===== config.mk =====
export PLATFORM = sky130hd
export DESIGN_NAME = fma_align
export DESIGN_NICKNAME = d
export VERILOG_FILES = /design/src/design/fma_pkg.sv /design/src/design/fma_align.sv
export SDC_FILE = /design/constraint.sdc
export NUM_CORES = 1
export LEC_CHECK = 0
export BUFFER_PORTS_ARGS = -buffer_cell sky130_fd_sc_hd__buf_2
export CAP_MARGIN = 20
export CORE_MARGIN = 2
export CORE_UTILIZATION = 40
export DETAILED_ROUTE_END_ITERATION = 10
export PLACE_DENSITY = 0.68
export SETUP_SLACK_MARGIN = 0.15
export SLEW_MARGIN = 20
export SYNTH_ARGS = -nofsm -noshare
export SYNTH_HDL_FRONTEND = slang
export SYNTH_SLANG_ARGS = --single-unit

===== constraint.sdc =====
create_clock -name clk -period 3.4 [get_ports clk]
set_input_delay 0.85 -clock clk [delete_from_list [all_inputs] [get_ports clk]]
set_output_delay 0.85 -clock clk [all_outputs]
set_load 0.03 [all_outputs]

===== src/design/fma_pkg.sv =====
package fma_pkg;

    // ------------------------------------------------------------------
    // Word layout
    // ------------------------------------------------------------------
    localparam int FP_W     = 64;
    localparam int EXP_W    = 11;
    localparam int FRAC_W   = 52;
    localparam int EXP_BIAS = 1023;
    localparam int EXP_MAX  = 2047;

    // ------------------------------------------------------------------
    // Datapath widths
    // ------------------------------------------------------------------
    // Mantissa slice for the 17x17 multipliers
    localparam int PP_W    = 17;
    // Product mantissa with the lowest slice dropped
    localparam int PROD_W  = 89;
    // Signed add path, two integer bits above the hidden bit
    localparam int ALIGN_W = 56;
    localparam int MAG_W   = 55;
    localparam int LZC_W   = 6;

    // Binary64 operand or result
    typedef struct packed {
        logic              sign;
        logic [EXP_W-1:0]  exp;
        logic [FRAC_W-1:0] frac;
    } fp64_t;

    // Stage 4 output, last tree level still pending
    typedef struct packed {
        logic              valid;
        logic              error;
        logic              sign;
        // Biased exponent of a*b
        logic [EXP_W-1:0]  exp;
        logic [PROD_W-1:0] psum0;
        logic [PROD_W-1:0] psum1;
    } mult_out_t;

    // Stage 6 output, both terms on a common exponent
    typedef struct packed {
        logic                      valid;
        logic                      error;
        logic [EXP_W-1:0]          exp;
        logic signed [ALIGN_W-1:0] term_p;
        logic signed [ALIGN_W-1:0] term_c;
    } align_out_t;

    // Stage 10 output, hidden bit at the top of mag
    typedef struct packed {
        logic             valid;
        logic             error;
        logic             sign;
        logic [EXP_W-1:0] exp;
        logic [MAG_W-1:0] mag;
    } norm_out_t;

endpackage


===== src/design/fma_align.sv =====
`timescale 1ns/100ps

module fma_align (
    input  logic                clk,
    input  logic                rst,
    input  fma_pkg::mult_out_t  mult,
    input  fma_pkg::fp64_t      c,
    output fma_pkg::align_out_t aligned
);
    import fma_pkg::*;

    // Last tree level, no register in front of the recode
    logic [PROD_W-1:0]         prod_sum;
    logic [ALIGN_W-1:0]        p_mag;
    logic [ALIGN_W-1:0]        c_mag;

    logic [1:0]                vld_q;
    logic [1:0]                err_q;

    logic signed [ALIGN_W-1:0] term_p5_q;
    logic signed [ALIGN_W-1:0] term_c5_q;
    logic [EXP_W-1:0]          exp5_q;
    logic [EXP_W-1:0]          diff_q;
    logic                      shift_c_q;

    logic signed [ALIGN_W-1:0] term_p6_q;
    logic signed [ALIGN_W-1:0] term_c6_q;
    logic [EXP_W-1:0]          exp6_q;

    assign prod_sum = mult.psum0 + mult.psum1;
    // Both magnitudes carry the hidden bit at bit 52
    assign p_mag    = {2'b00, prod_sum[PROD_W-1 -: ALIGN_W-2]};
    assign c_mag    = {4'b0001, c.frac};

    always_ff @(posedge clk or posedge rst) begin
        if (rst) begin
            vld_q <= '0;
            err_q <= '0;
        end else begin
            vld_q <= {vld_q[0], mult.valid};
            err_q <= {err_q[0], mult.error};
        end
    end

    // ------------------------------------------------------------------
    // Stage 5, recode by sign and compare exponents
    // ------------------------------------------------------------------
    always_ff @(posedge clk) begin
        term_p5_q <= mult.sign ? -p_mag : p_mag;
        term_c5_q <= c.sign ? -c_mag : c_mag;
        if (mult.exp < c.exp) begin
            shift_c_q <= 1'b0;
            diff_q    <= c.exp - mult.exp;
            exp5_q    <= c.exp;
        end else begin
            shift_c_q <= 1'b1;
            diff_q    <= mult.exp - c.exp;
            exp5_q    <= mult.exp;
        end
    end

    // ------------------------------------------------------------------
    // Stage 6, arithmetic shift of the smaller term
    // ------------------------------------------------------------------
    always_ff @(posedge clk) begin
        term_p6_q <= shift_c_q ? term_p5_q : term_p5_q >>> diff_q;
        term_c6_q <= shift_c_q ? term_c5_q >>> diff_q : term_c5_q;
        exp6_q    <= exp5_q;
    end

    assign aligned.valid  = vld_q[1];
    assign aligned.error  = err_q[1];
    assign aligned.exp    = exp6_q;
    assign aligned.term_p = term_p6_q;
    assign aligned.term_c = term_c6_q;

endmodule


# Word-level counts from Yosys, hierarchy flattened
# Cells that the tools add are included.
[classes]
n_addsub = 5
magnitude_cmp = 1
shifts = 2
muxes = 7
[ops]
columns = ["operator", "n"]
rows = [
  ["2-to-1 mux 56 bit", 2],
  [">>> shifter 56 x 11 -> 56 bit", 2],
  ["adder 89 bit", 1],
  ["negation 53 -> 56 bit", 1],
  ["negation 54 -> 56 bit", 1],
  ["2-to-1 mux 54 bit", 1],
  ["2-to-1 mux 52 bit", 1],
  ["2-to-1 mux 11 bit", 2],
  ["subtractor 11 bit", 2],
  ["less-than comparator 11 bit", 1],
  ["2-to-1 mux 1 bit", 1],
]
[totals]
regBits = 262
inputBits = 258
wordCells = 27

# Logic depth before layout (Yosys ltp)
[depth]
word_depth = 3
mapped_depth = 15
mapped_depth_nobuf = 14

# Least setup slack after synthesis
# Ideal clock, no wire load.
[synth_timing]
path_kind = "input port to flip-flop"
startpoint = "in mult[1] (netlist bit)"
endpoint = "reg term_p5_q[52]"
setup_ns = 0.123
arrival_time_ns = 4.528
required_ns = 3.277
path_slack_ns = -1.251
path_stages = 14
path_buffers = 1
path_cell_list = "ha_1 > and3_4 > or4_4 > a41oi_2 > o2111a_1 > a211oi_1 > or3_1 > a211o_1 > or4_4 > buf_6 > nor4_4 > nand4_1 > o41a_1 > xnor2_1"
[synth_via]
elab_chain_cells = 3
[synth_rtl]
columns = ["element", "line", "text"]
rows = [
  ["start, declared", "fma_align.sv:6", "input fma_pkg::mult_out_t mult,"],
  ["adder 89 bit (*)", "fma_align.sv:30", "assign prod_sum = mult.psum0 + mult.psum1;"],
  ["negation 54 -> 56 bit", "fma_align.sv:49", "term_p5_q <= mult.sign ? -p_mag : p_mag;"],
  ["2-to-1 mux 54 bit (*)", "fma_align.sv:49", ""],
  ["end signal, assigned", "fma_align.sv:49", ""],
  ["end, declared", "fma_align.sv:20", "logic signed [ALIGN_W-1:0] term_p5_q;"],
]
# Every way passes the cells marked *; elsewhere a longest branch is shown, timed or not.
# A chain may end at the register's enable or synchronous reset.

# Worst setup path in the final report
[layout_timing]
startpoint = "in mult[118] (netlist bit)"
endpoint = "reg term_p5_q[33]"
# The elaborated chain is that of the path after synthesis.

==> results_dict.tcl <==
set metrics [dict create \
    status "complete, but fails checks" \
    violations "setup timing" \
    final_nets 4458 \
    clk_path_buf_depth 3 \
    fillers 5011 \
    required_ps 3850 \
    ir_drop_mv 0.414 \
    path_depth 16 \
    place.port_buffers 382 \
    routedWlPerCell_um 20.5 \
    ys_types 99 \
    grt-ovfl-total 0 \
    setup_slack_ps -929 \
    placed_cell_area_sq_um 30900 \
    internal_power_mw 10.3 \
    crit_family "simple AND/OR/NAND/NOR gates" \
    worstReg2RegStart "diff_q[7]" \
    syn-instance-count 3084 \
    routed_via_density 5.75 \
    clock_latency_ps 580 \
    cp_cell_sequence "buf_6 -> ha_4 -> buf_6 -> nand4_1 -> nor4_4 -> buf_4 -> nand4_1 -> a31oi_4 -> nor3_2 -> xnor2_1 -> or3_1 -> or4b_4 -> nor4_1 -> nand2b_1 -> o21ai_0 -> xor2_1" \
    cp.arrival_ps 4780 \
    cts.sinks 260 \
    core_area_sq_um 56500 \
    regArea_sq_um 5240 \
    ys.flop_type "dfxtp_1" \
    crit_path_start_kind "primary input" \
    crit_path_max_fanout 6 \
    syn_avg_cell_area_sq_um 7.44 \
    num_vias 27900 \
    wl_mm 99.6 \
    io_pins 383 \
    synthArstFlopShare_pct 1.54 \
    hold_path.class "in2async" \
    die_area_sq_um 59300 \
    final_util_pct 60.9 \
    synth.most_common_cell "o21ai_0" \
    rsz0062_at_grt "true" \
    synth_nets 3454 \
    crit_type "in2reg" \
    path_buf_inv 3 \
    dp_hpwl_mm 78.2 \
    power_mw 18.6 \
    yosysTopAreaCellShare_pct 22.3 \
    max_freq_ghz 0.231 \
    die_w_um 243 \
    timing.final.crit_share_pct 127 \
    cts_hold_buffers 0 \
    start_util_pct 40.6 \
    reg2reg_slack_ps 140 \
    worst_pin_slew_ps 971 \
    netlist_area_sq_um 22900 \
    synth_commonest_cells "o21ai_0, nor2_1, a21oi_1" \
    clock-root-buffer "clkbuf_16" \
    cp-end-kind "flop" \
    yosys.area.top_type "dfxtp_1" \
    grt_pass1_wl_mm 150 \
    clkPwrFrac_pct 16.6 \
    worst_r2r_path_depth 11 \
    tns_ps -30050 \
    comb_power_share_pct 60.1 \
    fin_area_sq_um 34400 \
    finClkSkew_ps 35.9 \
    seqPwrFrac_pct 23.4 \
    syn_to_final_growth_pct 49.9 \
    p_sw_mw 8.35 \
    grt_usage_pct 31.7 \
    finalHoldViolCount 0 \
    yosysSeqAreaShare_pct 22.8 \
    slew_headroom_pct 35.3 \
    htreeDepth 1 \
    synth_enable_flop_cells 0 \
    r2r_end "term_p6_q[13]" \
    slowest_stage "or4b_4" \
    placementRows 87 \
    grt_pass1_vias 26500 \
    gp_congestion 1.06 \
    crit_path_max_incr_delay_ps 620 \
    antenna_found_initial 3 \
    clk_pin_slew_worst_paths_ps 70 \
    endpoint "term_p5_q[33]" \
    drcViolationCount 0 \
    grt_start_max_net_pins 76 \
    multiInputGateArea_sq_um 18500 \
    p_leak_nw 15.4 \
    p_sw_share_pct 44.8 \
    synth_seq_cells 260 \
    synthTopCellsByArea "dfxtp_1, mux2i_1, o21ai_0" \
    first_pass_iters 6 \
    ant_nets 0 \
    cts_buffers 25 \
    yosys_warnings 0 \
    final_max_slew_viol_count 0 \
    drt_iter0_drc 2780 \
    crit_start "mult[118]" \
    cts_tree "yes" \
    drive_gt1_share_pct 39.6 \
    finalSetupViolCount 49 \
    min_period_ps 4330 \
    powerDensity_nw_per_um2 542 \
    maxCapViolations 0 \
    die_h_um 243 \
    holdWs_ps 137 \
]
repair_timing:
| item | in CTS | in global routing |
|---|---|---|
| hold endpoints to repair | 0 | 0 |
| gates resized for setup | 241 | 162 |
| cloned | 2 | 0 |
| pin swaps | 112 | 53 |
| buffers inserted | 65 | 32 |
| endpoints found under the setup margin | 78 | 129 |
routing by layer:
layer / up-vias / global-route usage [%] / wire (um)
met5: - / 0 / 14
met4: 2 / 10.2 / 3520
met3: 224 / 5.38 / 9820
met2: 1495 / 49.6 / 43300
met1: 13000 / 44.1 / 42900
li1: 13300 / - / -
area by class of cell:
type	instances	area share [%]
diodes	1	0.00728
clock buffers	32	2.02
clock inverters	13	0.659
inverters	88	0.990
multi-input cells	2534	53.7
flip-flops and latches	260	15.2
well taps	756	2.75
repair buffers	1179	24.6
cells by family after synthesis:
kind of cell	after synthesis	synth area share (%)
AO/OA/AOI/OAI	1024	26.8
AND/OR/NAND/NOR	940	19.0
XOR/XNOR	144	5.50
adder cells (fa/ha/maj)	112	6.17
multiplexers	314	14.8
flip-flops	260	22.8
buffers and inverters	290	4.96
per-stage QoR:
stage	worst slack, ps	cells
finish	-929	4863
floorplan	-1050	3084
detailed placement	-1680	4718
CTS	-713	4830
global route	-1010	4862
global placement	-1680	4718
power by group through the flow:
stage | clock network [mW] | logic [mW] | registers [mW]
6_report | 3.08 | 11.2 | 4.36
5_1_grt | 3.26 | 11.9 | 4.42
4_1_cts | 3.13 | 10.6 | 4.34
3_5_place_dp | 0 | 10.1 | 4.40
3_3_place_gp | 0 | 10.1 | 4.40
2_1_floorplan | 0 | 5.16 | 4.98
sequential cells by signal, summed over array words and instances, names as in the netlist:
| name | flops |
|---|---|
| diff_q | 11 |
| err_q | 2 |
| exp5_q | 11 |
| exp6_q | 11 |
| shift_c_q | 1 |
| term_c5_q | 54 |
| term_c6_q | 56 |
| term_p5_q | 56 |
| term_p6_q | 56 |
| vld_q | 2 |
cells in the final DEF, fill, tap and decap left out, drive strengths merged, types with 24 or more instances in the layout:
master | netlist | routed
nand4 | 59 | 59
a21o | 54 | 54
mux2 | 90 | 90
o31ai | 33 | 33
a31oi | 27 | 27
mux2i | 213 | 213
inv | 87 | 90
nand2 | 290 | 290
or3 | 29 | 29
nor3 | 47 | 47
a21oi | 303 | 303
xnor2 | 125 | 125
o21a | 32 | 32
nor4 | 24 | 24
a211oi | 37 | 37
o211ai | 35 | 35
nor2 | 347 | 347
o21ai | 365 | 365
nand3 | 34 | 34
ha | 110 | 110
clkbuf | 157 | 32
buf | 45 | 1177
dfxtp | 256 | 256
how the worst min path moves through the flow:
stage | from | end | slack [ps]
floorplan | exp5_q[0] | exp6_q[0] | 310
global placement | exp5_q[9] | exp6_q[9] | 310
detailed placement | exp5_q[9] | exp6_q[9] | 310
CTS | rst | vld_q[1] | 120
global route | rst | err_q[0] | 140
finish | rst | vld_q[1] | 140
No activity file was read; power rests on OpenSTA's default activity.
