**src/design/fma_pkg.sv**
```systemverilog
package fma_pkg;

    // ------------------------------------------------------------------
    // Word layout
    // ------------------------------------------------------------------
    localparam int FP_W     = 64;
    localparam int EXP_W    = 11;
    localparam int FRAC_W   = 52;
    localparam int EXP_BIAS = 1023;
    localparam int EXP_MAX  = 2047;

    // ------------------------------------------------------------------
    // Datapath widths
    // ------------------------------------------------------------------
    // Mantissa slice for the 17x17 multipliers
    localparam int PP_W    = 17;
    // Product mantissa with the lowest slice dropped
    localparam int PROD_W  = 89;
    // Signed add path, two integer bits above the hidden bit
    localparam int ALIGN_W = 56;
    localparam int MAG_W   = 55;
    localparam int LZC_W   = 6;

    // Binary64 operand or result
    typedef struct packed {
        logic              sign;
        logic [EXP_W-1:0]  exp;
        logic [FRAC_W-1:0] frac;
    } fp64_t;

    // Stage 4 output, last tree level still pending
    typedef struct packed {
        logic              valid;
        logic              error;
        logic              sign;
        // Biased exponent of a*b
        logic [EXP_W-1:0]  exp;
        logic [PROD_W-1:0] psum0;
        logic [PROD_W-1:0] psum1;
    } mult_out_t;

    // Stage 6 output, both terms on a common exponent
    typedef struct packed {
        logic                      valid;
        logic                      error;
        logic [EXP_W-1:0]          exp;
        logic signed [ALIGN_W-1:0] term_p;
        logic signed [ALIGN_W-1:0] term_c;
    } align_out_t;

    // Stage 10 output, hidden bit at the top of mag
    typedef struct packed {
        logic             valid;
        logic             error;
        logic             sign;
        logic [EXP_W-1:0] exp;
        logic [MAG_W-1:0] mag;
    } norm_out_t;

endpackage

```
**src/design/fma_round.sv**
```systemverilog
`timescale 1ns/100ps

module fma_round (
    input  logic               clk,
    input  logic               rst,
    input  fma_pkg::norm_out_t norm,
    output fma_pkg::fp64_t     result,
    output logic               out_valid,
    output logic               error
);
    import fma_pkg::*;

    logic [FRAC_W-1:0] frac_trunc;
    logic              guard;
    logic              sticky;
    logic              round_up;
    // Extra bit catches the fraction carry-out
    logic [FRAC_W:0]   frac_rnd;
    logic [FP_W-1:0]   res_d;

    // ------------------------------------------------------------------
    // Round to nearest, ties to even
    // ------------------------------------------------------------------
    // Hidden bit is mag[54], dropped here
    assign frac_trunc = norm.mag[MAG_W-2 -: FRAC_W];
    assign guard      = norm.mag[1];
    assign sticky     = norm.mag[0];
    assign round_up   = guard & (sticky | frac_trunc[0]);
    assign frac_rnd   = {1'b0, frac_trunc} + (FRAC_W+1)'(round_up);

    // Carry-out bumps the exponent, fraction already wrapped to zero
    assign res_d = {norm.sign,
                    norm.exp + EXP_W'(frac_rnd[FRAC_W]),
                    frac_rnd[FRAC_W-1:0]};

    always_ff @(posedge clk or posedge rst) begin
        if (rst) begin
            out_valid <= 1'b0;
            error     <= 1'b0;
        end else begin
            out_valid <= norm.valid;
            error     <= norm.valid & norm.error;
        end
    end

    always_ff @(posedge clk) begin
        result <= res_d;
    end

endmodule

```
**config.mk**
```make
export PLATFORM = sky130hd
export DESIGN_NAME = fma_round
export DESIGN_NICKNAME = d
export VERILOG_FILES = /design/src/design/fma_pkg.sv /design/src/design/fma_round.sv
export SDC_FILE = /design/constraint.sdc
export NUM_CORES = 1
export LEC_CHECK = 0
export ABC_AREA = 1
export BUFFER_PORTS_ARGS = -buffer_cell sky130_fd_sc_hd__buf_4
export CELL_PAD_IN_SITES_DETAIL_PLACEMENT = 0
export CELL_PAD_IN_SITES_GLOBAL_PLACEMENT = 1
export CORE_MARGIN = 4
export CORE_UTILIZATION = 35
export DETAILED_ROUTE_END_ITERATION = 10
export PLACE_DENSITY = 0.94
export SETUP_SLACK_MARGIN = 0.3
export SLEW_MARGIN = 20
export SYNTH_ARGS = -nofsm -noshare
export SYNTH_HDL_FRONTEND = slang
export SYNTH_SLANG_ARGS = --single-unit
```
**constraint.sdc**
```tcl
create_clock -name clk -period 0.8 [get_ports clk]
set_clock_uncertainty 0.15 [all_clocks]
set_input_delay 0.04 -clock clk [delete_from_list [all_inputs] [get_ports clk]]
set_output_delay 0.04 -clock clk [all_outputs]
set_load 0.005 [all_outputs]
```
**Word-level counts from Yosys, hierarchy flattened**

Cells that the tools add are included.

- Register bits after elaboration: 66
- Input port bits: 71
- Output and inout bits: 66
- Word-level logic and storage cells: 10

- Add/subtract/negate cells: 2
- Bitwise logic cells: 3

Operators by type and width:

| kind | count |
|---|---|
| adder 52 x 1 -> 53 bit | 1 |
| adder 11 x 1 -> 11 bit | 1 |
| bitwise AND 1 bit | 2 |
| bitwise OR 1 bit | 1 |

**Longest topological paths before layout**

Gate-level depths: netlist of run 1.

- Depth in word-level cells: 4
- Depth in mapped cells: 16
- Gate-level depth less buffers: 16

**Worst setup path after synthesis of run 1**

Ideal clock, no wire load.

- Kind: input-to-reg
- From: in norm[0] (netlist name)
- To: reg result[60] (netlist name)
- Library setup time: 0.118 ns
- Data arrival time: 2.200 ns
- Data required time: 0.532 ns
- Path slack: -1.668 ns
- Stages on the path: 15
- Cells stage by stage: o21a_1 > ha_1 > ha_1 > nand2_2 > nor2_4 > nand2_4 > nor2_8 > nand2_2 > nor3_2 > ha_1 > ha_1 > nand3_1 > nor3_1 > nand2_1 > xnor2_1

- Word-level cells in the longest chain between the ends: 4

RTL lines:

| item | RTL line | text |
|---|---|---|
| start, declared | fma_round.sv:6 | `input fma_pkg::norm_out_t norm,` |
| bitwise OR 1 bit | fma_round.sv:28 | `assign round_up = guard & (sticky \| frac_trunc[0]);` |
| bitwise AND 1 bit | fma_round.sv:28 |  |
| adder 52 x 1 -> 53 bit | fma_round.sv:29 | `assign frac_rnd = {1'b0, frac_trunc} + (FRAC_W+1)'(round_up);` |
| adder 11 x 1 -> 11 bit | fma_round.sv:33 | `norm.exp + EXP_W'(frac_rnd[FRAC_W]),` |
| net res_d[60] | fma_round.sv:19 | `logic [FP_W-1:0] res_d;` |
| end signal, assigned | fma_round.sv:47 | `result <= res_d;` |
| end, declared | fma_round.sv:7 | `output fma_pkg::fp64_t result,` |

The timed path passes the listed nets, and every way through them passes these cells.

**Worst setup path in the final report of run 1**

Ends and elaborated chain as after synthesis.

==> impl_metrics.csv, run 1 <==
group,metric,value,unit
cells_and_area,drive_above_1_share,59.6,%
sta,fin_setup_tns,-43.73,ns
logic_synthesis,yosys.area_share.simple,41.2,%
global_routing,grt-ovfl-total,0,
sta,relSlewSlack,75.1,%
clock_tree,cts_sinks,66,
logic_synthesis,syn_area_per_cell,7.18,µm²
power,clkPwrFrac,36.8,%
sta,fin_crit_sh,231,%
clock_tree,numCtsBuffers,9,
worst_setup_path,crit_slowest_cell,"ha_4",
drt,route.detailed.wl_per_inst,16.3,µm
place,dp_cells,806,
power,p_sw,0.00222,W
global_routing,grt_pass1_vias,4106,
logic_synthesis,synthAdderAreaFrac,1.56,%
floorplanning,die_height,104,µm
logic_synthesis,synth_top_family_by_area,"simple AND/OR/NAND/NOR gates",
floorplanning,rows,34,
global_routing,grt_max_degree,12,
place,dpl.hpwl,9950,µm
floorplanning,dieArea,0.0108,mm²
cells_and_area,final_net_count,807,
worst_setup_path,worstPathMaxFanout,2,
power,power.leakage,3.20,nW
floorplanning,io_pins,137,
sta,final_max_slew_viol_count,0,
worst_setup_path,slowest_delay,0.19,ns
logic_synthesis,synth_cells,448,
worst_setup_path,required,0.88,ns
drt,viasPerCell,4.89,
worst_setup_path,crit_type,"input port to flop",
cells_and_area,layout_common_cells,"189 x buf_4, 120 x nand2_1, 83 x buf_6",
worst_setup_path,critPathMostFrequentCell,"ha_4",
cells_and_area,finalCoreUtilization,73.2,%
logic_synthesis,synth_area,0.00322,mm²
logic_synthesis,yosysWarningCount,0,
drt,drt_pass1_iterations,7,
logic_synthesis,ys_ff_latch,66,
logic_synthesis,syn_nets,523,
floorplanning,coreArea,0.00885,mm²
sta,setup_viol,127,
logic_synthesis,synth.distinct_cells,23,
cells_and_area,layout_commonest_cell,"buf_4",
worst_setup_path,crit_chain,"buf_6, o21a_1, ha_4, ha_4, nand2_4, nor2_4, nand2_4, nor2_8, nand2_4, nor3_4, ha_4, ha_4, nand3_4, nor3_4, nand2_1, xnor2_1",
sta,setup_ws,-1.05,ns
drt,routed_wl,13800,µm
floorplanning,initial_core_util,36.3,%
sta,worst_pin_slew,0.373,ns
run,cap_violations,0,
worst_setup_path,end_kind,"flop",
place,gp_congestion,1.02,
worst_setup_path,cp.arrival,1.93,ns
cells_and_area,synthToLayoutAreaGrowth,101,%
clock_tree,h-tree-depth,3,
sta,rsz0062_at_grt,"true",
global_routing,grt_antenna_before_repair,0,
clock_tree,tritoncts,"yes",
outcome,outcome,"complete, but fails checks",
drt,num_vias,4130,
drt,antenna_left,0,
cells_and_area,diodes,0,
logic_synthesis,synth-compound-area-share,0.545,%
clock_tree,clockRootBuffer,"clkbuf_8",
power,p_total,0.00849,W
power,pwr-share-comb,20.9,%
power,power.density,1310,mW/mm²
clock_tree,clk_path_buf_depth,2,
power,seq_power_share,42.3,%
global_routing,gr-usage-all-layers,22.9,%
drt,drt_iter0_drc,227,
sta,fmax,0.541,GHz
clock_tree,cts.reportedPaths.clkPinSlew,0.09,ns
power,p_sw_share,26.1,%
drt,drc,0,
logic_synthesis,synth_xor_area_share,10.6,%
power,internal-power,0.00627,W
global_routing,grt_pass1_wl,19900,µm
min_path,hold_path.class,"input port to flop",
place,place.port_buffers,135,
cells_and_area,finalNonFillerCells,845,
floorplanning,die_w,104,µm
clock_tree,cts-hold-fix-buffers,1,
sta,hold_viol,67,
sta,fin_crit,1.85,ns
logic_synthesis,synth.area.mux_share,0,%
power,ir_drop,0.00124,V
logic_synthesis,synth_seq_area_share,41.4,%
worst_setup_path,critPathLaunchType,"input port",
sta,hold_ws,-0.371,ns
outcome,violations,"negative hold slack, negative setup slack",
==> flip-flops by register name (all words and copies together), names as in the netlist <==
register / cells
result: 64
out_valid: 1
error: 1
==> cell usage after synthesis (all sizes together) <==
master,n,area share [%]
dfrtp,2,1.6
o21a,1,0.23
nand4,20,3.9
inv,40,4.7
xor2,15,4.1
ha,4,1.6
xnor2,23,6.5
nor2,88,13
a21oi,1,0.16
nand3,25,4.2
dfxtp,64,40
nor3,3,0.62
nand2,159,19
o21ai,1,0.16
nand3b,2,0.47
==> power by group through the flow <==
stage | clock [W] | combinational [W] | sequential, W
2_1_floorplan | 0 | 0.000365 | 0.00362
3_5_place_dp | 0 | 0.00153 | 0.00361
4_1_cts | 0.00310 | 0.00163 | 0.00355
3_3_place_gp | 0 | 0.00150 | 0.00360
5_1_grt | 0.00325 | 0.00189 | 0.00361
6_report | 0.00312 | 0.00178 | 0.00359
==> logic make-up (layout without fill, tap and decap cells) <==
kind of cell / count (synthesis) / in the layout
DFF: 66 / 66
xor gates and xnor gates: 38 / 38
adders and majority gates: 4 / 4
buffers and inverters: 40 / 329
AOI/OAI and AO/OA: 3 / 3
and+or+nand+nor: 297 / 297
==> final timing paths <==
path                           from         end  slack [ns]  depth (start not counted)
setup / recovery            norm[0]  result[60]       -1.05                         16
min in group asynchronous       rst   out_valid       -0.07                          3
hold / removal             norm[66]  result[63]       -0.37                          1
max in group asynchronous       rst       error        0.47                          3
==> layout make-up <==
cell class / instances / area [µm²]
clock buffer: 11 / 131
clock inverter: 5 / 78.8
fill: 581 / 2370
inverter: 40 / 160
multi-input combinational: 342 / 2210
sequential: 66 / 1400
tap: 108 / 135
timing repair buffer: 273 / 2360
==> metal layers <==
| metal | up-vias | wire length [µm] | GRT usage (%) |
|---|---|---|---|
| met1 | 1905 | 5360 | 26.9 |
| met4 | 0 | 618 | 8.36 |
| met3 | 49 | 864 | 4.59 |
| li1 | 1968 | - | - |
| met2 | 208 | 6920 | 41.0 |
| met5 | - | 0 | 0 |
==> critical path: cells and delay by family <==
family	cells	cell delay (ns)
buffers and inverters	1	0.06
adders and majority gates	4	0.63
xor gates and xnor gates	1	0.13
AOI/OAI and AO/OA	1	0.15
and+or+nand+nor	9	0.90
==> stage by stage <==
step	area [µm²]	setup WS, ns
CTS	6030	-1.07
floorplan	3450	-1.37
detailed placement	5460	-1.44
finish	6480	-1.05
global route	6480	-1.13
global placement	5460	-1.34
==> timing repair <==
item,CTS,global route
resized for setup,79,113
endpoints found under the setup margin,128,128
hold endpoints to repair,68,67
pin swaps,38,38
buffers inserted,10,12
Note: power is estimated with default switching activity, not from simulation.
==> run 2, diff against run 1 <==
- PLACE_DENSITY: 0.94 -> 0.83
==> run 2 against run 1 <==
  * The flow still finishes with violations (negative hold slack, negative setup slack)
  * Wire length shrank 7.1%
  * Setup slack gained 0.042 ns
  * Sequential share of layout area shrank 0.48 points
  * First-iteration DRC count shrank 31%
  * Critical endpoint is now result[55]
  * Largest cell class unchanged
  * Largest power group unchanged
==> impl_metrics.csv, run 2 (same netlist as run 1, synthesis figures left out) <==
group,metric,value,unit
place,dp_cells,814,
clock_tree,cts.reportedPaths.clkPinSlew,0.07,ns
worst_setup_path,crit_chain,"buf_6, o21a_1, ha_4, ha_4, nand2_4, nor2_4, nand2_4, nor2_8, nand2_4, nor3_4, ha_4, nand3_2, buf_4, buf_6, buf_6, xor2_1",
floorplanning,coreArea,0.00885,mm²
power,internal-power,0.00640,W
global_routing,grt_pass1_wl,19400,µm
worst_setup_path,cp_num_buf_inv,4,
global_routing,gr-usage-all-layers,22.5,%
outcome,outcome,"complete, but fails checks",
drt,drt_iter0_drc,157,
outcome,violations,"negative hold slack, negative setup slack",
floorplanning,die_w,104,µm
cells_and_area,fillerInstances,648,
run,cap_violations,0,
sta,fin_crit,1.81,ns
cells_and_area,finalCoreUtilization,74.9,%
global_routing,grt-ovfl-total,0,
power,pwr-share-comb,21.3,%
cells_and_area,layout_common_cells,"197 x buf_4, 115 x nand2_1, 86 x buf_6",
cells_and_area,largest_reg_flops,64,
worst_setup_path,cp.arrival,1.88,ns
cells_and_area,finalNonFillerCells,857,
place,dpl.hpwl,10200,µm
worst_setup_path,crit_slowest_cell,"ha_4",
clock_tree,clockRootBuffer,"clkbuf_8",
cells_and_area,layout_commonest_cell,"buf_4",
drt,num_vias,3918,
sta,worst_pin_slew,0.325,ns
place,gp_congestion,0.936,
global_routing,grt_pass1_vias,3992,
cells_and_area,final_net_count,819,
min_path,hold_depth,1,
floorplanning,dieArea,0.0108,mm²
worst_setup_path,required,0.87,ns
cells_and_area,drive_above_1_share,61.5,%
sta,fin_crit_sh,226,%
sta,fmax,0.553,GHz
cells_and_area,reg.largest.list,"result x64, error x1, out_valid x1",
min_path,hold_path.class,"input port to flop",
worst_setup_path,crit_family,"simple AND/OR/NAND/NOR gates",
sta,final_max_slew_viol_count,0,
sta,rsz0062_at_grt,"true",
clock_tree,cts-hold-fix-buffers,1,
worst_setup_path,end_kind,"flop",
sta,relSlewSlack,78.3,%
power,p_sw,0.00212,W
sta,setup_ws,-1.01,ns
worst_setup_path,critPathLaunchType,"input port",
floorplanning,die_height,104,µm
power,seq_power_share,42.1,%
cells_and_area,diodes,0,
global_routing,grt_max_degree,12,
min_path,hold_start,"norm[66]",
drt,drt_pass1_iterations,4,
floorplanning,initial_core_util,36.3,%
floorplanning,rows,34,
sta,hold_ws,-0.338,ns
global_routing,grt_antenna_before_repair,0,
power,clkPwrFrac,36.5,%
cells_and_area,design_area,0.00663,mm²
drt,routed_wl,12800,µm
clock_tree,h-tree-depth,3,
clock_tree,cts_sinks,66,
drt,route.detailed.wl_per_inst,14.9,µm
power,power.density,1290,mW/mm²
drt,drc,0,
cells_and_area,largest_register,"result",
clock_tree,clk_path_buf_depth,2,
cells_and_area,regArea,0.00140,mm²
power,p_total,0.00852,W
cells_and_area,multi_input_area,0.00224,mm²
cells_and_area,synthToLayoutAreaGrowth,106,%
clock_tree,tritoncts,"yes",
power,power.leakage,3.26,nW
place,dpl_cell_area,0.00552,mm²
place,place.port_buffers,135,
power,ir_drop,0.000755,V
worst_setup_path,worstPathMaxFanout,2,
sta,setup_viol,127,
worst_setup_path,slowest_delay,0.17,ns
drt,antenna_left,0,
drt,viasPerCell,4.57,
min_path,min_to,"result[63]",
clock_tree,numCtsBuffers,9,
worst_setup_path,crit_type,"input port to flop",
floorplanning,io_pins,137,
power,p_sw_share,24.9,%
sta,hold_viol,66,
==> run 2: cell types whose count changed in the layout (fill, tap and decap cells not counted), moves of 2 or more <==
cell     previous run  this run
nand2_1           120       115
buf_6              83        86
nor2_1             63        56
nand3_1             9        11
buf_4             189       197
nand2_2            22        26
nor2_2             13        15
nor2_4             11        16
==> run 2: per-stage QoR <==
step	worst slack (ns)	setup TNS, ns
floorplan	-1.37	-32.84
global placement	-1.34	-45.61
detailed placement	-1.45	-48.79
CTS	-1.06	-40.33
global route	-1.12	-48.06
finish	-1.01	-42.56
==> run 2: routing by layer <==
layer	vias up	GRT usage [%]	wire (µm)
li1	1989	-	-
met1	1775	28.2	5420
met2	128	38.3	6380
met3	26	5.34	736
met4	0	6.46	254
met5	-	0	0
==> run 2: how the worst max path moves through the flow <==
stage                  from         end  slack (ns)  cells after the start
floorplan           norm[0]  result[60]       -1.37                     15
global placement    norm[0]  result[61]       -1.34                     16
detailed placement  norm[0]  result[60]       -1.45                     16
CTS                 norm[0]  result[61]       -1.06                     16
global route        norm[0]  result[61]       -1.12                     16
finish              norm[0]  result[55]       -1.01                     16
==> run 2: cell type report <==
class	instances	share of cell area, %
inverters	40	2.42
flip-flops and latches	66	21.1
repair buffers	285	37.3
clock inverters	5	1.17
well taps	108	2.04
multi-input cells	342	33.9
clock buffers	11	2.13
==> run 2: repair_timing <==
| item | 4_1_cts | 5_1_grt |
|---|---|---|
| cloned | 0 | 0 |
| gates resized for setup | 102 | 109 |
| setup endpoints to repair | 128 | 128 |
| buffers inserted | 14 | 12 |
| hold endpoints to repair | 68 | 66 |
| pin swaps | 38 | 27 |
==> run 2: power by group through the flow <==
| stage | Clock [W] | Combinational, W | Sequential [W] |
|---|---|---|---|
| CTS | 0.00319 | 0.00169 | 0.00356 |
| global route | 0.00330 | 0.00194 | 0.00360 |
| finish | 0.00311 | 0.00182 | 0.00359 |
| global placement | 0 | 0.00156 | 0.00360 |
| detailed placement | 0 | 0.00157 | 0.00361 |
| floorplan | 0 | 0.000365 | 0.00362 |
