**src/design/fma_pkg.sv**
```systemverilog
package fma_pkg;

    // ------------------------------------------------------------------
    // Word layout
    // ------------------------------------------------------------------
    localparam int FP_W     = 64;
    localparam int EXP_W    = 11;
    localparam int FRAC_W   = 52;
    localparam int EXP_BIAS = 1023;
    localparam int EXP_MAX  = 2047;

    // ------------------------------------------------------------------
    // Datapath widths
    // ------------------------------------------------------------------
    // Mantissa slice for the 17x17 multipliers
    localparam int PP_W    = 17;
    // Product mantissa with the lowest slice dropped
    localparam int PROD_W  = 89;
    // Signed add path, two integer bits above the hidden bit
    localparam int ALIGN_W = 56;
    localparam int MAG_W   = 55;
    localparam int LZC_W   = 6;

    // Binary64 operand or result
    typedef struct packed {
        logic              sign;
        logic [EXP_W-1:0]  exp;
        logic [FRAC_W-1:0] frac;
    } fp64_t;

    // Stage 4 output, last tree level still pending
    typedef struct packed {
        logic              valid;
        logic              error;
        logic              sign;
        // Biased exponent of a*b
        logic [EXP_W-1:0]  exp;
        logic [PROD_W-1:0] psum0;
        logic [PROD_W-1:0] psum1;
    } mult_out_t;

    // Stage 6 output, both terms on a common exponent
    typedef struct packed {
        logic                      valid;
        logic                      error;
        logic [EXP_W-1:0]          exp;
        logic signed [ALIGN_W-1:0] term_p;
        logic signed [ALIGN_W-1:0] term_c;
    } align_out_t;

    // Stage 10 output, hidden bit at the top of mag
    typedef struct packed {
        logic             valid;
        logic             error;
        logic             sign;
        logic [EXP_W-1:0] exp;
        logic [MAG_W-1:0] mag;
    } norm_out_t;

endpackage

```
**src/design/fma_lzc.sv**
```systemverilog
`timescale 1ns/100ps

module fma_lzc (
    input  logic [fma_pkg::MAG_W-1:0] mag,
    output logic [fma_pkg::LZC_W-1:0] count
);
    import fma_pkg::*;

    // ------------------------------------------------------------------
    // Priority encoder on the leading one
    // ------------------------------------------------------------------
    // Scan from the LSB so the highest set bit wins
    always_comb begin
        // All zero reads as a full-width count
        count = LZC_W'(MAG_W);
        for (int i = 0; i < MAG_W; i++) begin
            if (mag[i]) begin
                count = LZC_W'(MAG_W - 1 - i);
            end
        end
    end

endmodule

```
**src/design/fma_add_norm.sv**
```systemverilog
`timescale 1ns/100ps

module fma_add_norm (
    input  logic                clk,
    input  logic                rst,
    input  fma_pkg::align_out_t aligned,
    output fma_pkg::norm_out_t  norm
);
    import fma_pkg::*;

    // Sideband, index n is stage n+7
    logic [3:0]                vld_q;
    logic [3:0]                err_q;
    logic [EXP_W-1:0]          exp_q [3];

    logic signed [ALIGN_W-1:0] sum_q;
    logic                      sign8_q;
    logic [MAG_W-1:0]          mag8_q;
    logic [LZC_W-1:0]          lz_count;
    logic                      sign9_q;
    logic [MAG_W-1:0]          mag9_q;
    logic [LZC_W-1:0]          cnt_q;
    logic                      sign10_q;
    logic [MAG_W-1:0]          mag10_q;
    logic [EXP_W-1:0]          exp10_q;

    // Headroom of the two integer bits above the hidden bit
    logic [EXP_W:0]            exp_room;
    logic                      uflow;

    fma_lzc i_lzc (
        .mag   (mag8_q),
        .count (lz_count)
    );

    assign exp_room = {1'b0, exp_q[2]} + (EXP_W+1)'(2);
    // Zero sum also lands here
    assign uflow    = ((EXP_W+1)'(cnt_q) > exp_room) || (cnt_q == LZC_W'(MAG_W));

    // ------------------------------------------------------------------
    // Control
    // ------------------------------------------------------------------
    always_ff @(posedge clk or posedge rst) begin
        if (rst) begin
            vld_q <= '0;
            err_q <= '0;
        end else begin
            vld_q    <= {vld_q[2:0], aligned.valid};
            err_q[0] <= aligned.error;
            err_q[1] <= err_q[0];
            err_q[2] <= err_q[1];
            // Normalize underflow only counts for a live item
            err_q[3] <= err_q[2] | (vld_q[2] & uflow);
        end
    end

    // ------------------------------------------------------------------
    // Stages 7 to 10
    // ------------------------------------------------------------------
    always_ff @(posedge clk) begin
        exp_q[0] <= aligned.exp;
        exp_q[1] <= exp_q[0];
        exp_q[2] <= exp_q[1];

        // Stage 7, signed add
        sum_q <= aligned.term_p + aligned.term_c;

        // Stage 8, back to sign and magnitude
        sign8_q <= sum_q[ALIGN_W-1];
        mag8_q  <= sum_q[ALIGN_W-1] ? -sum_q[MAG_W-1:0] : sum_q[MAG_W-1:0];

        // Stage 9, hold the zero count
        cnt_q   <= lz_count;
        mag9_q  <= mag8_q;
        sign9_q <= sign8_q;

        // Stage 10, leading one to the top bit
        mag10_q  <= mag9_q << cnt_q;
        exp10_q  <= EXP_W'(exp_room - (EXP_W+1)'(cnt_q));
        sign10_q <= sign9_q;
    end

    // Stage 10 exponent lives outside the shift chain
    assign norm.valid = vld_q[3];
    assign norm.error = err_q[3];
    assign norm.sign  = sign10_q;
    assign norm.exp   = exp10_q;
    assign norm.mag   = mag10_q;

endmodule

```
**config.mk**
```make
export PLATFORM = sky130hd
export DESIGN_NAME = fma_add_norm
export DESIGN_NICKNAME = d
export VERILOG_FILES = /design/src/design/fma_pkg.sv /design/src/design/fma_lzc.sv /design/src/design/fma_add_norm.sv
export SDC_FILE = /design/constraint.sdc
export NUM_CORES = 1
export LEC_CHECK = 0
export BUFFER_PORTS_ARGS = -buffer_cell sky130_fd_sc_hd__buf_2
export CAP_MARGIN = 40
export CORE_MARGIN = 2
export CORE_UTILIZATION = 55
export CTS_CLUSTER_SIZE = 16
export DETAILED_ROUTE_END_ITERATION = 12
export GPL_ROUTABILITY_DRIVEN = 0
export GPL_TIMING_DRIVEN = 0
export HOLD_SLACK_MARGIN = 0.03
export PLACE_DENSITY = 0.76
export SLEW_MARGIN = 0
export SYNTH_ARGS = -nofsm -noshare
export SYNTH_HDL_FRONTEND = slang
export SYNTH_SLANG_ARGS = --single-unit
```
**constraint.sdc**
```tcl
create_clock -name clk -period 5.1 [get_ports clk]
set_clock_uncertainty 0.2 [all_clocks]
set_input_delay 1.02 -clock clk [delete_from_list [all_inputs] [get_ports clk]]
set_output_delay 1.02 -clock clk [all_outputs]
set_load 0.01 [all_outputs]
```
-- Word-level counts from Yosys, hierarchy flattened
Memories as Yosys holds them, arrays and structs flattened.
Index checks and enable logic that the tools add are counted.
- register bits after elaboration: 249
- bits in latches: 0
- bits in writable memories: 33
- bits in read-only memories: 0
- bits of input ports: 127
- output and inout port bits: 69
- word-level logic and storage cells: 87
- memories: 1
- add/subtract/negate cells: 4
- multipliers: 0
- div/mod/pow operators: 0
- order comparisons: 1
- eq/ne operators: 1
- shifts and indexed selects: 1
- muxes and demuxes: 55
- bitwise logic cells: 2
- reductions and logical operators: 6
- memory list (name ; depth ; bits a word ; rd ports ; clocked after Yosys merged registers in ; write ports ; line ; RTL):
    exp_q ; 3 ; 11 ; 3 ; 0 ; 3 ; fma_add_norm.sv:14 ; logic [EXP_W-1:0] exp_q [3];
- operators by type and width (operator ; count):
    5-bit two-way mux ; 32
    56-bit adder ; 1
    55-bit two-way mux ; 1
    55-bit negator ; 1
    55-bit by 6-bit << shifter with 55-bit output ; 1
    4-bit two-way mux ; 8
    32-bit OR reduction ; 1
    3-bit two-way mux ; 8
    16-bit OR reduction ; 1
    11-bit by 2-bit adder with 12-bit output, second input constant ; 1
    6-bit by 12-bit > comparator with 1-bit output ; 1
    11-bit by 6-bit subtractor with 11-bit output ; 1
    2-bit two-way mux ; 4
    8-bit OR reduction ; 1
    6-bit equality test, second input constant ; 1
    4-bit OR reduction ; 1
    1-bit two-way mux ; 2
    2-bit OR reduction ; 1
    1-bit AND ; 1
    1-bit logical OR ; 1
    1-bit bitwise OR ; 1

-- Depth between registers and ports, before layout
Gate-level depths: netlist (run 1).
- depth after elaboration: 54
- gate-level depth with buffers: 13
- gate-level depth less buffers: 13

-- Hierarchy
A second synthesis (run 1) with hierarchy kept.
- cell total of the unflattened synthesis: 1637
- area total of the unflattened synthesis: 14597.8 um^2
- modules (own cells, without submodules) (module ; times used ; cells an instance ; area an instance (um^2) ; seq. area each (um^2)):
    fma_add_norm ; 1 ; 1518 ; 13953.4 ; 5685.5
    fma_lzc ; 1 ; 119 ; 644.4 ; 0.0

-- Worst setup path before layout (run 1)
No wires, ideal clock.
- path type: input to register
- start: input aligned[0] (netlist name)
- end: register sum_q[46]
- setup time: 0.106 ns
- data arrival time: 3.735 ns
- data required time: 4.794 ns
- path slack: 1.059 ns
- cell stages on the path: 12
- buffers on the path: 0
- path through: ha_1 -> inv_1 -> fa_1 -> nor2b_1 -> o31a_1 -> o2111ai_1 -> a211o_1 -> o211ai_1 -> a21oi_1 -> a211oi_1 -> a21oi_1 -> o311ai_0
- word-level cells in the longest chain between the ends: 1
- ends and longest elaborated chain (item ; line ; RTL):
    start, declared ; fma_add_norm.sv:6 ; input fma_pkg::align_out_t aligned,
    56-bit adder ; fma_add_norm.sv:66 ; sum_q <= aligned.term_p + aligned.term_c;
    end signal, assigned ; fma_add_norm.sv:66 ;
    end, declared ; fma_add_norm.sv:16 ; logic signed [ALIGN_W-1:0] sum_q;
No other way between the ends.
A chain may end at the register's enable or synchronous reset.

-- Worst setup path after layout (run 1)
Ends and elaborated chain as after synthesis.

==> results of run 1 <==
==> flip-flops by register name, indices dropped and copies added (netlist names) <==
register / flops
exp_q: 33
sign10_q: 1
sign9_q: 1
mag9_q: 55
mag10_q: 55
exp10_q: 11
sign8_q: 1
cnt_q: 6
mag8_q: 55
vld_q: 4
sum_q: 56
err_q: 4
==> path summary, 6_finish.rpt <==
path | start | end | slack, ns | cells past startpoint
worst max-delay path | aligned[0] | sum_q[46] | 0.99 | 14
worst min-delay path | exp_q[0][1] | exp_q[0][12] | 0.12 | 0
worst max register to register | cnt_q[1] | exp10_q[10] | 1.13 | 13
worst min register to register | exp_q[0][1] | exp_q[0][12] | 0.12 | 0
max in group asynchronous | rst | vld_q[0] | 4.25 | 2
min in group asynchronous | rst | err_q[0] | 0.23 | 2
==> cell usage in the layout (no fill, tap or decap), drive strengths merged, types with 6 or more instances in the layout <==
cell | Yosys | final
nor4 | 18 | 18
or2 | 11 | 11
a21oi | 105 | 105
o21a | 16 | 16
or3 | 14 | 14
nand3 | 25 | 25
and3 | 17 | 17
dfrtp | 8 | 8
nand2b | 7 | 7
mux2i | 33 | 33
o41ai | 8 | 8
dfxtp | 274 | 274
mux4 | 38 | 38
nor2 | 179 | 179
a211oi | 15 | 15
a31oi | 16 | 16
o22ai | 16 | 16
or4 | 9 | 9
nor2b | 10 | 10
xor2 | 16 | 16
nand2 | 168 | 168
nand4 | 6 | 6
nor3 | 33 | 33
mux2 | 8 | 8
buf | 20 | 217
o21ai | 101 | 101
clkbuf | 48 | 89
a21o | 20 | 20
o21bai | 10 | 10
inv | 53 | 54
xnor2 | 95 | 95
a211o | 6 | 6
o211ai | 11 | 11
o31a | 7 | 7
and2 | 6 | 6
o31ai | 23 | 23
ha | 69 | 69
==> metrics by stage <==
stage | total power [mW] | instances | setup WS [ns]
after detailed placement | 7.52 | 2095 | 0.524
after global placement | 7.43 | 2093 | 0.215
after CTS | 9.48 | 2144 | 1.06
after global routing | 10.1 | 2144 | 0.665
final | 9.54 | 2144 | 0.995
after floorplan | 6.27 | 1568 | 1.06
==> report_power, final <==
part	internal (mW)	leakage, nW	switching, mW	total, mW
combinational	1.74	4.22	2.34	4.09
clock	1.15	0.431	0.788	1.93
sequential	2.99	2.40	0.527	3.52
total	5.88	7.05	3.66	9.54
==> cell families after synthesis <==
family,count (synthesis)
flip-flops,282
buffers and inverters,122
AO/OA/AOI/OAI,392
multiplexers,79
AND/OR/NAND/NOR,511
adder cells (fa/ha/maj),71
XOR/XNOR,111
==> cell type report <==
| class | instances | area (sq um) | area share [%] |
|---|---|---|---|
| flip-flops and latches | 282 | 5690 | 34.5 |
| plain buffers | 68 | 267 | 1.62 |
| clock buffers | 41 | 808 | 4.91 |
| clock inverters | 8 | 87.6 | 0.532 |
| repair buffers | 197 | 985 | 5.98 |
| multi-input cells | 1164 | 8010 | 48.7 |
| inverters | 54 | 203 | 1.23 |
| well taps | 330 | 413 | 2.51 |
==> per-layer routing <==
metal	global-route usage, %	vias up	routed length (um)
li1	-	6067	-
met5	0	-	0
met1	30.9	5451	14300
met4	11.3	0	1490
met2	40.1	547	15000
met3	3.11	107	2190
==> worst max-delay path, delay by kind of cell <==
family                     cells  cell delay [ns]
and+or+nand+nor                1             0.17
AOI/OAI and AO/OA              8             2.10
adders and majority gates      2             0.57
buffers and inverters          3             0.41
==> results.sh, run 1 <==
export IMPL_status="complete, no violations"
export IMPL_grt_pass1_wl_um=53900
export IMPL_rsz0062_at_grt="no"
export IMPL_post_cts_buffers=0
export IMPL_cap_violations=0
export IMPL_dieArea_sq_mm=0.0271
export IMPL_power_leakage_nw=7.05
export IMPL_cp_cell_sequence="buf_2 -> ha_1 -> inv_1 -> fa_1 -> nor2b_1 -> o31a_1 -> o2111ai_1 -> a211o_1 -> o211ai_1 -> a21oi_1 -> a211oi_1 -> buf_2 -> a21oi_1 -> o311ai_0"
export IMPL_finalMaxSlewViolations=0
export IMPL_synth_seq_cells=282
export IMPL_dp_hpwl_um=26000
export IMPL_period_share_pct=80.5
export IMPL_portBuffers=195
export IMPL_synth_top_area_share_pct=38.7
export IMPL_synth_cell_types=73
export IMPL_hp_class="flop to flop"
export IMPL_drive_above_1_share_pct=17.6
export IMPL_cts_buffers=27
export IMPL_grt_pass1_vias=11277
export IMPL_finalSetupViolCount=0
export IMPL_die_x_um=164
export IMPL_syn_cell_area_sq_mm=0.0142
export IMPL_ys_top_cells_by_area="dfxtp_1, ha_1, mux4_2"
export IMPL_io_pins=196
export IMPL_hold_ws_ns=0.124
export IMPL_ys_seq_area_share_pct=40.1
export IMPL_hold_buffers=0
export IMPL_first_pass_iters=6
export IMPL_antennaDiodeCount=0
export IMPL_routed_wl_um=33000
export IMPL_cp_start_kind="primary input"
export IMPL_endpoint_kind="flop"
export IMPL_fin_crit_ns=4.11
export IMPL_grt_max_degree=16
export IMPL_cts_buffer_depth=3
export IMPL_viasPerCell=5.68
export IMPL_tns_ns=0
export IMPL_post_drt_wl_per_cell_um=15.4
export IMPL_syn_num_nets=1766
export IMPL_path_clk_slew_ns=0.06
export IMPL_std_cell_rows=58
export IMPL_cts_repair_resized=0
export IMPL_synth_ff_type="dfxtp_1"
export IMPL_fin_nets=1992
export IMPL_antenna_found_initial=0
export IMPL_vias=12172
export IMPL_slowest_stage="o311ai_0"
export IMPL_n_fill_cell=2103
export IMPL_drtIter0Drc=1024
export IMPL_syn_inst=1568
export IMPL_ant_nets=0
export IMPL_synth_xor_area_share_pct=6.86
export IMPL_cts_tree="built"
export IMPL_max_slew_margin_pct=45.8
export IMPL_cp_arrival_ns=4.29
export IMPL_clkLatencyLatePin_ns=0.52
export IMPL_path_class="primary input to flop"
export IMPL_worst_pin_slew_ns=0.814
export IMPL_yosys_area_share_simple_pct=16.7
export IMPL_clock_sinks=282
export IMPL_track_usage_pct=24.0
export IMPL_finalHoldViolations=0
export IMPL_syn_mean_instance_area_sq_um=9.04
export IMPL_utilization_pct=65.2
export IMPL_critical_path_required_ns=5.29
export IMPL_synth_async_reset_ratio_pct=2.84
export IMPL_worst_ir_drop_vdd_uv=433
export IMPL_core_sq_mm=0.0253
export IMPL_synth_area_leader_cell="dfxtp_1"
export IMPL_drcViolationCount=0
export IMPL_fmax_mhz=244
export IMPL_cpPeakStageDelay_ns=0.40
export IMPL_synth_most_common_cell="dfxtp_1"
export IMPL_muxShareOfSynthArea_pct=9.01
export IMPL_grt_overflow=0
export IMPL_syn_to_final_growth_pct=16.2
export IMPL_synth_top_family_by_area="compound AO/OA/AOI/OAI gates"
export IMPL_root_buffer="clkbuf_16"
export IMPL_yosysWarnings=0
export IMPL_final_cell_area_sq_mm=0.0165
export IMPL_die_y_um=164
export IMPL_cp_max_fo=6
export IMPL_synth_compound_area_share_pct=17.6
export IMPL_start_util_pct=56.1
export IMPL_htree_levels=1
export IMPL_dpl_instance_area_sq_mm=0.0156
export IMPL_power_per_cell_area_mw_per_mm2=580
export IMPL_synth_top_cells_by_count="dfxtp_1, nor2_1, nand2_1, a21oi_1, o21ai_0"
export IMPL_synth_edff_count=0
export IMPL_synthAdderAreaFrac_pct=6.38
Note: power is estimated with default switching activity, not from simulation.
==> run 2, diff against run 1 <==
Settings changed: CORE_UTILIZATION 55 to 52, PLACE_DENSITY 0.76 to 0.75.
Clock period 5.1 ns to 3.35 ns, I/O delays scaled along.
==> run 2 against run 1 <==
The run now ends with setup timing left; core utilization is 2.2 points lower; cell area is 2.8% higher; clock power is 59% higher; non-clock buffer count is 25 higher; cell count is 1.5% higher; routed wire length is 0.63% lower; register-to-register slack worse by 1.1 ns; combinational power is 55% higher; global-route usage is 1.7 points lower; sequential share of layout area is 0.90 points lower; critical path type is now flop to flop.
==> results.sh, run 2 (synthesis gave the netlist of run 1 again) <==
export IMPL_antennaDiodeCount=0
export IMPL_grt_busiest_layer="met2"
export IMPL_worst_pin_slew_ns=0.815
export IMPL_path_clk_slew_ns=0.06
export IMPL_first_pass_iters=7
export IMPL_power_per_cell_area_mw_per_mm2=870
export IMPL_grt_pass1_vias=11338
export IMPL_reg2reg_setup_slack_ns=-0.0001
export IMPL_cp_start_kind="flop"
export IMPL_start_util_pct=52.7
export IMPL_grt_max_degree=17
export IMPL_final_cell_area_sq_mm=0.0169
export IMPL_hp_class="primary input to flop"
export IMPL_cp_max_fo=5
export IMPL_cts_buffers=26
export IMPL_swShare_pct=38.0
export IMPL_htree_levels=1
export IMPL_p_int_mw=9.13
export IMPL_violations="setup timing"
export IMPL_cts_tree="built"
export IMPL_finalHoldViolations=0
export IMPL_fmax_mhz=298
export IMPL_dieArea_sq_mm=0.0286
export IMPL_portBuffers=195
export IMPL_io_pins=196
export IMPL_fin_crit_ns=3.35
export IMPL_drcViolationCount=0
export IMPL_worst_ir_drop_vdd_uv=538
export IMPL_n_fill_cell=2252
export IMPL_use_met2_pct=36.6
export IMPL_cap_violations=0
export IMPL_drtIter0Drc=903
export IMPL_period_share_pct=100
export IMPL_finalSetupViolCount=1
export IMPL_tns_ns=-0.000107
export IMPL_slowest_stage="or4_4"
export IMPL_met3_usage_pct=3.09
export IMPL_hold_depth=1
export IMPL_dp_hpwl_um=25700
export IMPL_cpPeakStageDelay_ns=0.56
export IMPL_rsz0062_at_grt="yes"
export IMPL_holdPathEnd="err_q[0]"
export IMPL_max_slew_margin_pct=45.7
export IMPL_pwr_share_clk_pct=20.8
export IMPL_cp_common_cell="or4_4"
export IMPL_die_x_um=169
export IMPL_critPathBufInv=0
export IMPL_finalNonFillerCells=2177
export IMPL_path_class="flop to flop"
export IMPL_cp_cell_sequence="or4_4 -> nor4_4 -> nand3_2 -> nand2b_4 -> nand2b_4 -> or4_4 -> or4_4 -> o31ai_4 -> xnor2_1"
export IMPL_post_place_cells=2104
export IMPL_syn_to_final_growth_pct=19.4
export IMPL_largest_reg_flops=56
export IMPL_core_sq_mm=0.0269
export IMPL_hold_start="aligned[123]"
export IMPL_cts_buffer_depth=3
export IMPL_power_share_sequential_pct=36.2
export IMPL_vias=12140
export IMPL_track_usage_pct=22.3
export IMPL_finalPower_mw=14.7
export IMPL_setup_ws_ns=-0.000107
export IMPL_cp_arrival_ns=3.61
export IMPL_finalMaxSlewViolations=0
export IMPL_fin_nets=2016
export IMPL_dpl_instance_area_sq_mm=0.0156
export IMPL_switching_power_mw=5.59
export IMPL_drive_above_1_share_pct=20.0
export IMPL_ant_nets=0
export IMPL_use_met1_pct=29.1
export IMPL_clkLatencyLatePin_ns=0.53
export IMPL_power_leakage_nw=7.26
export IMPL_grt_overflow=0
export IMPL_path_delay_family="simple AND/OR/NAND/NOR gates"
export IMPL_mostFrequentLayoutCells="dfxtp_1, buf_2, nor2_1"
export IMPL_die_y_um=169
export IMPL_r2r_end="mag8_q[51]"
export IMPL_antenna_found_initial=0
export IMPL_root_buffer="clkbuf_16"
export IMPL_post_drt_wl_per_cell_um=15.0
export IMPL_routed_wl_um=32800
export IMPL_clock_sinks=282
export IMPL_viasPerCell=5.58
export IMPL_r2r_cells=9
export IMPL_combinationalPowerShare_pct=43.0
export IMPL_utilization_pct=62.9
export IMPL_largest_register="sum_q"
export IMPL_std_cell_rows=60
export IMPL_final_common_cell="dfxtp_1"
export IMPL_grt_pass1_wl_um=53600
export IMPL_regToRegStartpoint="sum_q[14]"
export IMPL_status="finished with violations"
export IMPL_endpoint_kind="flop"
export IMPL_critical_path_required_ns=3.61
## run 2: cell count changes in the layout (fill, tap and decap cells not counted), sizes merged
| cell | before | now |
|---|---|---|
| clkinv | 4 | 6 |
| dlygate4sd3 | 0 | 13 |
| inv | 54 | 55 |
| clkinvlp | 3 | 0 |
| bufinv | 1 | 4 |
| clkbuf | 89 | 84 |
| buf | 217 | 228 |
## run 2: layout make-up
type                       instances  area [sq um]  area share, %
buffer                            68           279           1.65
clock buffer                      35           746           4.41
clock inverter                    11           170           1.01
inverter                          54           203           1.20
multi-input combinational       1164          8190           48.4
sequential                       282          5690           33.6
tap                              341           427           2.52
timing repair buffer             222          1210           7.18
## run 2: worst register-to-register path: cells and delay by family, from the launching register on
kind | cells | cell delay [ns]
and+or+nand+nor | 7 | 2.44
AOI/OAI and AO/OA | 1 | 0.19
DFF | 1 | 0.32
xor gates and xnor gates | 1 | 0.14
## run 2: routing by layer
| metal | share of wire (%) | up-vias |
|---|---|---|
| met2 | 44 | 505 |
| li1 | - | 6114 |
| met1 | 44 | 5416 |
| met4 | 5.2 | 0 |
| met3 | 6.6 | 105 |
| met5 | 0 | - |
## run 2: worst max-delay path by stage
stage	start	end	slack, ns	cells after the start
floorplan	aligned[0]	sum_q[46]	-0.03	12
global placement	aligned[3]	sum_q[53]	-0.74	11
detailed placement	aligned[3]	sum_q[53]	-0.78	11
CTS	sum_q[27]	mag8_q[51]	0.01	9
global route	sum_q[14]	mag8_q[51]	-0.10	9
finish	sum_q[14]	mag8_q[51]	-0.0001	9
## run 2: per-stage QoR
| step | hold slack (ns) | worst slack (ns) |
|---|---|---|
| finish | 0.0566 | -0.000107 |
| detailed placement | 0.112 | -0.783 |
| global route | 0.0381 | -0.105 |
| CTS | 0.0328 | 0.0122 |
| global placement | 0.112 | -0.738 |
| floorplan | 0.110 | -0.0328 |
## run 2: timing repair
item                                   4_1_cts  5_1_grt
resized for setup                           17       30
endpoints found under the hold margin       20        0
setup buffers                                4       10
pin swaps                                    3       14
setup endpoints to repair                   33       38
hold buffers                                13        0
## run 2: power by group through the flow
stage / logic [mW] / registers (mW) / clock network [mW]
2_1_floorplan: 4.17 / 5.38 / 0
3_3_place_gp: 5.99 / 5.35 / 0
3_5_place_dp: 6.07 / 5.38 / 0
4_1_cts: 6.14 / 5.32 / 3.12
5_1_grt: 6.86 / 5.48 / 3.26
6_report: 6.32 / 5.34 / 3.06
